==> src/common/microControlPkg.sv <==
package microControlPkg;

    // default widths, passed down from the top level
    localparam int StateWidthDefault = 7;
    localparam int WordWidthDefault  = 45;

    localparam int opcodeWidth   = 4;
    localparam int flagWidth     = 3;
    localparam int seqOpWidth    = 3;
    localparam int condSelWidth  = 3;
    localparam int controlsWidth = 32;

    // control word field positions (lsb of each field)
    localparam int seqOpLo    = 0;
    localparam int condSelLo  = 3;
    localparam int targetLo   = 6;
    localparam int controlsLo = 13;

    // sequencer operations
    localparam logic [seqOpWidth-1:0] seqNext     = 3'd0;
    localparam logic [seqOpWidth-1:0] seqDispatch = 3'd1;
    localparam logic [seqOpWidth-1:0] seqBranch   = 3'd2;
    localparam logic [seqOpWidth-1:0] seqJump     = 3'd3;
    localparam logic [seqOpWidth-1:0] seqWait     = 3'd4;

    // condition select, condAlways makes a branch unconditional
    localparam logic [condSelWidth-1:0] condZero     = 3'd0;
    localparam logic [condSelWidth-1:0] condNegative = 3'd1;
    localparam logic [condSelWidth-1:0] condCarry    = 3'd2;
    localparam logic [condSelWidth-1:0] condAlways   = 3'd3;

    // aluFlags bit order
    localparam int flagZero     = 0;
    localparam int flagNegative = 1;
    localparam int flagCarry    = 2;

    // bit indices within the exported controls
    localparam int ctlMemRead   = 0;
    localparam int ctlIrLoad    = 1;
    localparam int ctlPcInc     = 2;
    localparam int ctlPcLoad    = 3;
    localparam int ctlAccLoad   = 4;
    localparam int ctlLoadFlags = 5;
    localparam int ctlMemWrite  = 6;
    localparam int ctlTrap      = 7;
    localparam int ctlMarLoad   = 8;
    localparam int ctlAluSub    = 9;

    // microstates
    localparam logic [StateWidthDefault-1:0] stFetch       = 7'd0;
    localparam logic [StateWidthDefault-1:0] stFetchWait   = 7'd1;
    localparam logic [StateWidthDefault-1:0] stDecode      = 7'd2;
    localparam logic [StateWidthDefault-1:0] stAddAddr     = 7'd3;
    localparam logic [StateWidthDefault-1:0] stAddRead     = 7'd4;
    localparam logic [StateWidthDefault-1:0] stAddExec     = 7'd5;
    localparam logic [StateWidthDefault-1:0] stSubAddr     = 7'd6;
    localparam logic [StateWidthDefault-1:0] stSubRead     = 7'd7;
    localparam logic [StateWidthDefault-1:0] stSubExec     = 7'd8;
    localparam logic [StateWidthDefault-1:0] stLoadAddr    = 7'd9;
    localparam logic [StateWidthDefault-1:0] stLoadWait    = 7'd10;
    localparam logic [StateWidthDefault-1:0] stLoadExec    = 7'd11;
    localparam logic [StateWidthDefault-1:0] stStoreWrite  = 7'd12;
    localparam logic [StateWidthDefault-1:0] stStoreDone   = 7'd13;
    localparam logic [StateWidthDefault-1:0] stBeqTest     = 7'd14;
    localparam logic [StateWidthDefault-1:0] stBeqSkip     = 7'd15;
    localparam logic [StateWidthDefault-1:0] stBranchTaken = 7'd16;
    localparam logic [StateWidthDefault-1:0] stTrap        = 7'd17;
    localparam logic [StateWidthDefault-1:0] stHalt        = 7'd18;

    // opcodes, every other code is illegal
    localparam logic [opcodeWidth-1:0] opAdd   = 4'h1;
    localparam logic [opcodeWidth-1:0] opSub   = 4'h2;
    localparam logic [opcodeWidth-1:0] opLoad  = 4'h3;
    localparam logic [opcodeWidth-1:0] opStore = 4'h4;
    localparam logic [opcodeWidth-1:0] opBeq   = 4'h5;
    localparam logic [opcodeWidth-1:0] opHalt  = 4'hf;

    // entry state per opcode, illegal codes land in stTrap
    localparam logic [StateWidthDefault-1:0] dispatchEntry [2**opcodeWidth] = '{
        opAdd:   stAddAddr,
        opSub:   stSubAddr,
        opLoad:  stLoadAddr,
        opStore: stStoreWrite,
        opBeq:   stBeqTest,
        opHalt:  stHalt,
        default: stTrap
    };

endpackage

==> src/microcode/MicroSequencer.sv <==
`timescale 1ns/1ps

module MicroSequencer #(
    parameter int StateWidth = microControlPkg::StateWidthDefault
) (
    input  logic                                   clk,
    input  logic                                   reset,
    input  logic [microControlPkg::seqOpWidth-1:0]  seqOp,
    input  logic [StateWidth-1:0]                  target,
    input  logic [microControlPkg::opcodeWidth-1:0] opcode,
    input  logic                                   condTrue,
    input  logic                                   memReady,
    output logic [StateWidth-1:0]                  currentState
);
    import microControlPkg::*;

    logic [StateWidth-1:0] nextState;
    logic [StateWidth-1:0] stateInc;
    logic [StateWidth-1:0] dispatchState;

    // sequential successor
    assign stateInc = currentState + 1'b1;

    // opcode lookup, illegal codes already map to stTrap in the table
    assign dispatchState = StateWidth'(dispatchEntry[opcode]);

    // next-state select by the word's seqOp field
    always_comb begin
        case (seqOp)
            seqNext: begin
                nextState = stateInc;
            end
            seqDispatch: begin
                nextState = dispatchState;
            end
            seqBranch: begin
                // condTrue comes from flags latched in earlier states
                if (condTrue) begin
                    nextState = target;
                end else begin
                    nextState = stateInc;
                end
            end
            seqJump: begin
                nextState = target;
            end
            seqWait: begin
                // stall here until memory is ready
                if (memReady) begin
                    nextState = stateInc;
                end else begin
                    nextState = currentState;
                end
            end
            default: begin
                // undefined op, restart at fetch
                nextState = StateWidth'(stFetch);
            end
        endcase
    end

    // microstate register
    always_ff @(posedge clk) begin
        if (reset) begin
            currentState <= StateWidth'(stFetch);
        end else begin
            currentState <= nextState;
        end
    end

endmodule

==> src/microcode/Microstore.sv <==
`timescale 1ns/1ps

module Microstore #(
    parameter int StateWidth = microControlPkg::StateWidthDefault,
    parameter int WordWidth  = microControlPkg::WordWidthDefault
) (
    input  logic                  reset,
    input  logic [StateWidth-1:0] currentState,
    output logic [WordWidth-1:0]  currentStateSignals,
    output logic [StateWidth-1:0] activeState
);
    import microControlPkg::*;

    // word fields, packed below as {controls, target, condSel, seqOp}
    logic [controlsWidth-1:0] ctl;
    logic [StateWidth-1:0]    tgt;
    logic [condSelWidth-1:0]  cond;
    logic [seqOpWidth-1:0]    op;

    always_comb begin
        // defaults give the fetch word minus memRead
        ctl = '0;
        tgt = StateWidth'(stFetch);
        cond = condAlways;
        op = seqNext;
        activeState = currentState;
        if (reset) begin
            // forced fetch word during reset
            ctl[ctlMemRead] = 1'b1;
            activeState = '0;
        end else begin
            case (currentState)
                // instruction fetch and decode
                stFetch: ctl[ctlMemRead] = 1'b1;
                stFetchWait: begin
                    ctl[ctlMemRead] = 1'b1;
                    op = seqWait;
                end
                stDecode: begin
                    ctl[ctlIrLoad] = 1'b1;
                    ctl[ctlPcInc] = 1'b1;
                    op = seqDispatch;
                end
                // add and sub share one pattern, only the alu select differs
                stAddAddr, stSubAddr: ctl[ctlMarLoad] = 1'b1;
                stAddRead, stSubRead: ctl[ctlMemRead] = 1'b1;
                stAddExec, stSubExec: begin
                    ctl[ctlAccLoad] = 1'b1;
                    ctl[ctlLoadFlags] = 1'b1;
                    ctl[ctlAluSub] = (currentState == stSubExec);
                    op = seqJump;
                end
                // load waits on the memory
                stLoadAddr: ctl[ctlMarLoad] = 1'b1;
                stLoadWait: begin
                    ctl[ctlMemRead] = 1'b1;
                    op = seqWait;
                end
                stLoadExec: begin
                    ctl[ctlAccLoad] = 1'b1;
                    op = seqJump;
                end
                stStoreWrite: begin
                    ctl[ctlMemWrite] = 1'b1;
                    op = seqWait;
                end
                stStoreDone: op = seqJump;
                // beq: taken goes to stBranchTaken, else falls into stBeqSkip
                stBeqTest: begin
                    cond = condZero;
                    tgt = StateWidth'(stBranchTaken);
                    op = seqBranch;
                end
                stBeqSkip: op = seqJump;
                stBranchTaken: begin
                    ctl[ctlPcLoad] = 1'b1;
                    op = seqJump;
                end
                stTrap: begin
                    ctl[ctlTrap] = 1'b1;
                    op = seqJump;
                end
                // halt spins on itself until reset
                stHalt: begin
                    tgt = StateWidth'(stHalt);
                    op = seqJump;
                end
                // unused states fall back to fetch
                default: begin
                    ctl[ctlMemRead] = 1'b1;
                    activeState = '0;
                end
            endcase
        end
    end

    assign currentStateSignals = {ctl, tgt, cond, op};

endmodule

==> src/source/ConditionCodes.sv <==
`timescale 1ns/1ps

module ConditionCodes (
    input  logic                                    clk,
    input  logic                                    reset,
    input  logic                                    loadFlags,
    input  logic [microControlPkg::flagWidth-1:0]    aluFlags,
    input  logic [microControlPkg::condSelWidth-1:0] condSel,
    output logic                                    condTrue
);
    import microControlPkg::*;

    // zero, negative, carry as last captured
    logic [flagWidth-1:0] flags;

    // capture on the edge that ends a loadFlags state
    always_ff @(posedge clk) begin
        if (reset) begin
            flags <= '0;
        end else if (loadFlags) begin
            flags <= aluFlags;
        end
    end

    // tested condition for the sequencer
    always_comb begin
        case (condSel)
            condZero: begin
                condTrue = flags[flagZero];
            end
            condNegative: begin
                condTrue = flags[flagNegative];
            end
            condCarry: begin
                condTrue = flags[flagCarry];
            end
            condAlways: begin
                condTrue = 1'b1;
            end
            default: begin
                // unused selects never branch
                condTrue = 1'b0;
            end
        endcase
    end

endmodule

==> src/source/ControlUnit.sv <==
`timescale 1ns/1ps

module ControlUnit #(
    parameter int StateWidth = microControlPkg::StateWidthDefault,
    parameter int WordWidth  = microControlPkg::WordWidthDefault
) (
    input  logic                                      clk,
    input  logic                                      reset,
    input  logic [microControlPkg::opcodeWidth-1:0]   opcode,
    input  logic [microControlPkg::flagWidth-1:0]     aluFlags,
    input  logic                                      memReady,
    output logic [microControlPkg::controlsWidth-1:0] controls,
    output logic [StateWidth-1:0]                     activeState
);
    import microControlPkg::*;

    logic [StateWidth-1:0]   state;
    logic [WordWidth-1:0]    word;
    logic [seqOpWidth-1:0]   seqOp;
    logic [condSelWidth-1:0] condSel;
    logic [StateWidth-1:0]   target;
    logic                    condTrue;

    // control word fields
    assign seqOp    = word[seqOpLo +: seqOpWidth];
    assign condSel  = word[condSelLo +: condSelWidth];
    assign target   = word[targetLo +: StateWidth];
    assign controls = word[controlsLo +: controlsWidth];

    MicroSequencer #(
        .StateWidth(StateWidth)
    ) i_MicroSequencer (
        .clk(clk),
        .reset(reset),
        .seqOp(seqOp),
        .target(target),
        .opcode(opcode),
        .condTrue(condTrue),
        .memReady(memReady),
        .currentState(state)
    );

    Microstore #(
        .StateWidth(StateWidth),
        .WordWidth(WordWidth)
    ) i_Microstore (
        .reset(reset),
        .currentState(state),
        .currentStateSignals(word),
        .activeState(activeState)
    );

    // flag load strobe comes straight from the controls field
    ConditionCodes i_ConditionCodes (
        .clk(clk),
        .reset(reset),
        .loadFlags(controls[ctlLoadFlags]),
        .aluFlags(aluFlags),
        .condSel(condSel),
        .condTrue(condTrue)
    );

endmodule
==> config.mk <==
export PLATFORM = sky130hd
export DESIGN_NAME = ControlUnit
export DESIGN_NICKNAME = d
export VERILOG_FILES = /design/src/common/microControlPkg.sv /design/src/microcode/MicroSequencer.sv /design/src/microcode/Microstore.sv /design/src/source/ConditionCodes.sv /design/src/source/ControlUnit.sv
export SDC_FILE = /design/constraint.sdc
export NUM_CORES = 1
export LEC_CHECK = 0
export BUFFER_PORTS_ARGS = -buffer_cell sky130_fd_sc_hd__buf_2
export CAP_MARGIN = 20
export CELL_PAD_IN_SITES_DETAIL_PLACEMENT = 1
export CELL_PAD_IN_SITES_GLOBAL_PLACEMENT = 2
export CORE_MARGIN = 2
export CORE_UTILIZATION = 29
export DETAILED_ROUTE_END_ITERATION = 7
export PLACE_DENSITY = 0.94
export SLEW_MARGIN = 20
export SYNTH_ARGS = -nofsm -noshare
export SYNTH_HDL_FRONTEND = slang
export SYNTH_SLANG_ARGS = --single-unit
==> constraint.sdc <==
create_clock -name clk -period 6.7 [get_ports clk]
set_input_delay 0.335 -clock clk [delete_from_list [all_inputs] [get_ports clk]]
set_output_delay 0.335 -clock clk [all_outputs]
set_load 0.1 [all_outputs]
* Word-level counts from Yosys, hierarchy flattened
Memory sizes are Yosys's and may differ from the RTL's. Index checks and enable logic that the tools add are counted.
Word-level totals: bits in registers 10, output and inout bits 39, bits in read-only memories 112, memories 1, input bits 10
Memories:
- (no name shown) | words 16, bits a word 7, read ports 1, clocked after memory_dff 0, wr ports 0, line MicroSequencer.sv:25 | assign dispatchState = StateWidth'(dispatchEntry[opcode]);
Cells by class: mux-type cells 24, add/sub/neg operators 1, reduce and logical (&&, ||, !) cells 10, bitwise logic cells 1, eq/ne operators 26, $lt $le $gt $ge 1
Operator list (number):
- $eq A7 B4 Y1 const B | 8
- $mux W7 | 6
- $pmux W7 S5 | 1
- $eq A7 B3 Y1 const B | 4
- $eq A7 B5 Y1 const B | 3
- $reduce_or A19 Y1 | 1
- $eq A7 B2 Y1 const B | 2
- $reduce_or A14 Y1 | 1
- $eq A3 B2 Y1 const B | 4
- $pmux W3 S4 | 1
- $pmux W5 S2 | 1
- $mux W1 | 9
- $mux W9 | 1
- $reduce_or A3 Y1 | 3
- $reduce_or A8 Y1 | 1
- $add A7 B1 Y7 const B | 1
- $eq A7 B1 Y1 const B | 1
- $logic_not A7 Y1 | 1
- $eq A3 B1 Y1 const B | 2
- $logic_not A3 Y1 | 2
- $mux W3 | 2
- $ge A5 B5 Y1 const B | 1
- $not A4 Y5 | 1
- $mux W2 | 2
- other kinds (4) | 4

* Depth between registers and ports, before layout
Gate-level depths: netlist of the first run.
depth after elaboration 7, gate-level depth with buffers 8, mapped depth without buffers 7

* Cells and area by module
A second synthesis of the first run with hierarchy kept.
Second synthesis, totals: cell total of the unflattened synthesis 195, area total of the unflattened synthesis 1478.9 sq um
By module, submodules not included:
- MicroSequencer | area an instance 690.7 sq um, sequential area each 140.1 sq um, cells each 82, instances 1
- Microstore | area an instance 658.1 sq um, sequential area each 0.0 sq um, cells each 100, instances 1
- ConditionCodes | area an instance 130.1 sq um, sequential area each 60.1 sq um, cells each 13, instances 1

* Worst setup path before layout of the first run
Ideal clock, no wire load.
kind reg-to-output, start register i_MicroSequencer.currentState[4], end output port controls[4] in the netlist's numbering, arrival time 2587 ps, path slack 3778 ps, stages on the path, launching flop included 5, path through dfxtp_1 -> buf_4 -> nor4_1 -> nand2_1 -> a21oi_1
On the way: cells in the longest elaborated chain, start to end 4
RTL lines:
- start, declared | line MicroSequencer.sv:13 | output logic [StateWidth-1:0] currentState
- start signal, assigned | line MicroSequencer.sv:65 | currentState <= StateWidth'(stFetch);
- start signal, assigned | line MicroSequencer.sv:67 | currentState <= nextState;
- $eq A7 B3 Y1 / $eq A7 B4 Y1 (equally long branches) | line Microstore.sv:32 | case (currentState)
- $reduce_or A3 Y1 (no source line) (*)
- $mux W1 (*) | line Microstore.sv:32
- $mux W9 (*) | line Microstore.sv:27 | if (reset) begin
- end, declared | line ControlUnit.sv:12 | output logic [microControlPkg::controlsWidth-1:0] controls,
Every way passes the cells marked *; elsewhere a longest branch is shown, timed or not.

* Final worst setup path of the first run
start register i_MicroSequencer.currentState[1], end output port activeState[4]
On the way: cells in the longest elaborated chain, start to end 4
RTL lines:
- $eq A7 B3 Y1 (tied with other cells) | line Microstore.sv:32
- $reduce_or A19 Y1 (no source line) (*)
- $mux W7 (*) | line Microstore.sv:32
- $mux W7 (*) | line Microstore.sv:27
- end, declared | line ControlUnit.sv:13 | output logic [StateWidth-1:0] activeState
Marked as above.

==> results.md, run 1 <==
* Status: completed
* Synth Instances at 183
* Root buf cell: clkbuf_8
* Distinct cells, synth at 52
* Grt ovf at 0
* # fillers at 581
* Worst-path clk slew at 50 ps
* TritonCTS Sinks at 8
* Initial core utilization at 0.305
* Post-synth EDFFs at 0
* Total number of vias at 1262
* Adder-cell share of the synthesized area at 0.0830
* Final Critical Period at 2960 ps
* Buffers on Ports at 22
* Critical path, cell by cell: ha_1 -> inv_1 -> nor3_1 -> a211oi_1 -> a21oi_1 -> and2_1 -> buf_2
* Core footprint at 4440 um^2
* Fin. Hold Viols at 0
* Actual slew at the worst max-slew pin at 721 ps
* PD cells at 360 nW/um^2
* ANT nets after route at 0
* # rows at 24
* Post-synthesis mux area share at 0.0461
* Hold_ws at 348 ps
* DP Wirelength at 2660 um
* Worst-Skew Late Latency at 240 ps
* Synth Area in XOR/XNOR at 0.0129
* Worst vdd ir at 0.107 mV
* CTS Buf Count at 3
* Crit path kind: flip-flop to output pin
* FFs w/ async S/R, synth at 0
* Setup violations, final at 0
* Worst-path fanout max at 11
* Post-synthesis compound-gate area fraction at 0.239
* CTS H-tree lvls at 1
* Synth area leaders: buf_4 (16%), dfxtp_1 (12%), ha_1 (8.3%)
* CTS tree: done
* Worst Setup Start Kind: flip-flop
* Clk_skew at 10.3 ps
* Slew HR at 0.515
* Final WL at 3440 um
* Max Cap Viol at 0
* PostCTS Resize Cnt at 0
* Routed len/inst at 14.0 um
* Initial drt markers at 104
* Post-synthesis cell area at 1360 um^2
* Max Root-Sink Buffers at 2
* Fraction of the mapped netlist area in simple logic gates at 0.261
* DIE HEIGHT at 72.4 um
* CP max-delay cell: dfxtp_1
* Setup Buffers After CTS at 0
* Largest net degree at the start of global routing at 19
* Ys flop type: dfxtp_1
* CTS Hold Bufs at 0
* Largest family of logic cells by synthesized area: simple AND/OR/NAND/NOR gates
* Multi-input logic area at 961 um^2
* Hold Path Class: input pin to flip-flop
* Synthesis Warnings at 0
* Max frequency at 338 MHz
* DRT Pass-1 Iters at 4
* CP arrival at 2620 ps
* First-pass GRT wire length at 5710 um
* Synth Register Bits at 8
* Sequential Area at 160 um^2
* Initial antenna violation count at 0
* Seq/Total Area, Yosys at 0.118
* Vias in the first global route at 1142
* Crit path required time at 6360 ps
* Endpoint type of the worst setup path: output pin
* Synth top area share at 0.161
* Ant. Diodes at 0
* Period utilization at 0.441
* Die area at 5240 um^2
* Nets at 214
* RePlAce Congestion at 0.822
* Overall Global Routing Usage at 0.136
* Post-DR vias/cell at 5.15
* Die width at 72.4 um
* Slowest Stage Delay on Critical Path at 480 ps
* P&R area growth vs syn at 1.94%
* Largest area contributor in the netlist: buf_4
* Count of pins over their slew limit at 0
* Remaining DRCs at 0
* IO Pins at 49
* Setup TNS at 0 ps
* Layout cells sized above 1 at 0.181
* Placed inst area at 1340 um^2
* Syn_area_per_cell at 7.41 um^2
* RSZ-0062 raised after global routing: no
* Lkg Pwr at 0.000610 uW
* Design area at 1380 um^2
-- worst max-delay path, delay by kind of cell (launching register included) --
family / cells / cell delay, ps
and+or+nand+nor: 2 / 390
AOI/OAI and AO/OA: 2 / 430
buffers and inverters: 2 / 590
adders and majority gates: 1 / 470
DFF: 1 / 480
-- worst paths after layout --
| kind | start | to | slack [ps] | cells after the start |
|---|---|---|---|---|
| worst max-delay path | i_MicroSequencer.currentState[1] | activeState[4] | 3740 | 7 |
| worst min-delay path | aluFlags[0] | i_ConditionCodes.flags[0] | 350 | 3 |
| worst max register to register | i_MicroSequencer.currentState[0] | i_MicroSequencer.currentState[1] | 4160 | 7 |
| worst min register to register | i_ConditionCodes.flags[0] | i_ConditionCodes.flags[0] | 540 | 2 |
-- sequential cells by signal, indices dropped and copies added, names as in the netlist --
register	flops
i_MicroSequencer.currentState	7
i_ConditionCodes.flags	1
-- area by class of cell --
cell class	count	share of cell area
Inverter	12	0.0326
Timing Repair Buffer	22	0.0796
Sequential cell	8	0.116
Multi-Input combinational cell	148	0.695
Clock buffer	3	0.0299
Tap cell	52	0.0471
-- placed cells by master, fill, tap and decap left out, types with 5 or more instances in the layout --
cell type,synthesis,final
conb_1,1,24
buf_2,5,22
inv_1,12,12
nor2_1,12,12
nand2_1,10,10
o21ai_0,10,10
nor3_1,9,9
ha_1,9,9
and2_1,8,8
dfxtp_1,8,8
a21oi_1,7,7
nand3_1,5,5
nand4_1,5,5
-- layer usage --
layer / GRT usage / share of wire
met1: 0.188 / 0.48
met2: 0.219 / 0.46
met3: 0.00833 / 0.048
met4: 0.0556 / 0.013
met5: 0 / 0
-- per-stage QoR --
step / instances / setup slack (ps) / power [uW] / utilization
4_1_cts: 245 / 3730 / 500 / 0.311
5_1_grt: 245 / 3410 / 532 / 0.311
2_1_floorplan: 206 / 3780 / 395 / -
6_report: 245 / 3740 / 498 / 0.311
3_3_place_gp: 242 / 4060 / 430 / 0.302
3_5_place_dp: 242 / 4000 / 434 / 0.302
-- where the power goes --
| part | internal (uW) | total, uW | switching, uW | leakage [uW] |
|---|---|---|---|---|
| Clock | 39.3 | 61.9 | 22.6 | 0.0000216 |
| Sequential | 57.1 | 83.0 | 25.9 | 0.0000652 |
| Combinational | 79.7 | 353 | 273 | 0.000523 |
| Total | 176 | 498 | 322 | 0.000610 |
-- synth_stat cells, types with 3 or more instances --
master and instances:
nor3_1 9, nor2b_1 3, inv_1 12, nor2_1 12, mux2i_1 4, o21ai_0 10
buf_2 5, and2_1 8, nand3_1 5, nand2_1 10, a21oi_1 7, nand4_1 5
dfxtp_1 8, buf_4 29, ha_1 9
-- logic make-up (layout without fill, tap and decap cells) --
group           after synthesis  count (layout)
other cells                   1              24
flops                         8               8
buf+inv                      50              37
mux                           6               6
fa+ha+maj                     9               9
xor+xnor                      2               2
simple gates                 64              64
compound gates               43              43
Power figures use the tool's default switching activity.
==> inputs of run 2 (changes only) <==
--- a/config.mk
+++ b/config.mk
@@ -10,9 +10,9 @@
 export CELL_PAD_IN_SITES_DETAIL_PLACEMENT = 1
 export CELL_PAD_IN_SITES_GLOBAL_PLACEMENT = 2
 export CORE_MARGIN = 2
-export CORE_UTILIZATION = 29
+export CORE_UTILIZATION = 24
 export DETAILED_ROUTE_END_ITERATION = 7
-export PLACE_DENSITY = 0.94
+export PLACE_DENSITY = 0.84
 export SLEW_MARGIN = 20
 export SYNTH_ARGS = -nofsm -noshare
 export SYNTH_HDL_FRONTEND = slang
==> constraint.sdc (replaced) <==
create_clock -name clk -period 2.5 [get_ports clk]
set_input_delay 0.125 -clock clk [delete_from_list [all_inputs] [get_ports clk]]
set_output_delay 0.125 -clock clk [all_outputs]
set_load 0.1 [all_outputs]
==> results.md, run 2 (synthesis results as in run 1) <==
* Final Critical Period at 2400 ps
* RSZ-0062 raised after global routing: no
* Worst vdd ir at 0.354 mV
* DIE HEIGHT at 79.2 um
* Hold_ws at 145 ps
* Most frequent cells in the layout: conb_1 (24), buf_2 (16), inv_1 (12), buf_4 (12), nor2_1 (11)
* CTS H-tree lvls at 1
* Die width at 79.2 um
* Worst Setup Start Kind: flip-flop
* Hold Path Class: input pin to flip-flop
* Ant. Diodes at 0
* Worst-path clk slew at 40 ps
* PostCTS Resize Cnt at 3
* Largest net degree at the start of global routing at 18
* Core footprint at 5470 um^2
* ANT nets after route at 0
* Biggest regs: i_MicroSequencer.currentState x7, i_ConditionCodes.flags x1
* Crit path required time at 2380 ps
* TritonCTS Sinks at 8
* Die area at 6270 um^2
* Initial antenna violation count at 0
* Routed len/inst at 13.9 um
* Status: completed
* Grt ovf at 0
* Root buf cell: clkbuf_8
* PD cells at 935 nW/um^2
* Post-DR vias/cell at 4.65
* Max frequency at 417 MHz
* Final WS setup at 99.3 ps
* Buffers on Ports at 22
* Nets at 226
* Max Root-Sink Buffers at 2
* Initial core utilization at 0.248
* Final WL at 3840 um
* DRT Pass-1 Iters at 4
* Lkg Pwr at 0.000700 uW
* CP arrival at 2280 ps
* Count of pins over their slew limit at 0
* RePlAce Congestion at 0.892
* First-pass GRT wire length at 6140 um
* Remaining DRCs at 0
* IO Pins at 49
* CTS Hold Bufs at 0
* Fin. Hold Viols at 0
* Worst-path fanout max at 9
* Period utilization at 0.960
* Commonest non-fill, non-tap cell in the layout: conb_1
* Vias in the first global route at 1248
* Critical path, cell by cell: or4b_4 -> nor3_1 -> a211oi_2 -> a21oi_2 -> and2_1 -> buf_12
* Slowest Stage Delay on Critical Path at 630 ps
* Actual slew at the worst max-slew pin at 553 ps
* CTS tree: done
* Setup Buffers After CTS at 0
* Endpoint type of the worst setup path: output pin
* CP max-delay cell: or4b_4
* Most flops, register: i_MicroSequencer.currentState
* Worst-Skew Late Latency at 230 ps
* Setup violations, final at 0
* Slew HR at 0.627
* P&R area growth vs syn at 19.4%
* Clk_skew at 8.87 ps
* Total number of vias at 1287
* # rows at 27
* Max reg flops at 7
* DP Wirelength at 3050 um
* Layout cells sized above 1 at 0.278
* Pre-CTS setup slack at 59.2 ps
* CTS Buf Count at 3
* Overall Global Routing Usage at 0.123
* Max Cap Viol at 0
* Initial drt markers at 80
* Crit path kind: flip-flop to output pin
* Setup TNS at 0 ps
-- run 2: changes by cell type in the layout (fill, tap and decap cells not counted), sizes merged --
cell  previous run  this run
buf             22        34
-- run 2: path summary, 6_finish.rpt --
check / slack, ps / cells past startpoint / from / to
worst max-delay path: 100 / 6 / i_MicroSequencer.currentState[5] / activeState[1]
worst min-delay path: 150 / 3 / aluFlags[0] / i_ConditionCodes.flags[0]
worst max register to register: 170 / 7 / i_MicroSequencer.currentState[0] / i_MicroSequencer.currentState[1]
worst min register to register: 540 / 2 / i_ConditionCodes.flags[0] / i_ConditionCodes.flags[0]
-- run 2: power by group --
part	internal [uW]	switching, uW
Clock	105	56.7
Sequential	158	70.1
Combinational	340	783
Total	603	910
-- run 2: stage by stage --
stage | util | total power, uW | area [um^2] | instances
detailed placement | 0.284 | 1330 | 1550 | 274
floorplan | - | 1060 | 1450 | 206
CTS | 0.292 | 1500 | 1600 | 277
finish | 0.296 | 1510 | 1620 | 277
global route | 0.296 | 1600 | 1620 | 277
global placement | 0.284 | 1310 | 1550 | 274
-- run 2: layout make-up --
class                           count  area (um^2)
Fill cell                         706         3850
Multi-Input combinational cell    148          987
Timing Repair Buffer               34          290
Sequential cell                     8          165
Tap cell                           72         90.1
Inverter                           12         45.0
Clock buffer                        3         41.3
-- run 2: worst max-delay path: cells and delay by family, from the launching register on --
| kind | cells | cell delay [ps] |
|---|---|---|
| DFF | 1 | 410 |
| and+or+nand+nor | 3 | 1100 |
| AOI/OAI and AO/OA | 2 | 350 |
| buffers and inverters | 1 | 190 |
-- run 2: layer usage --
layer  vias to the layer above  part of all wire  track usage
li1                        644                 -            -
met1                       599              0.48        0.161
met2                        40              0.46        0.213
met3                         4             0.042      0.00795
met4                         0             0.012       0.0414
met5                         -                 0            0
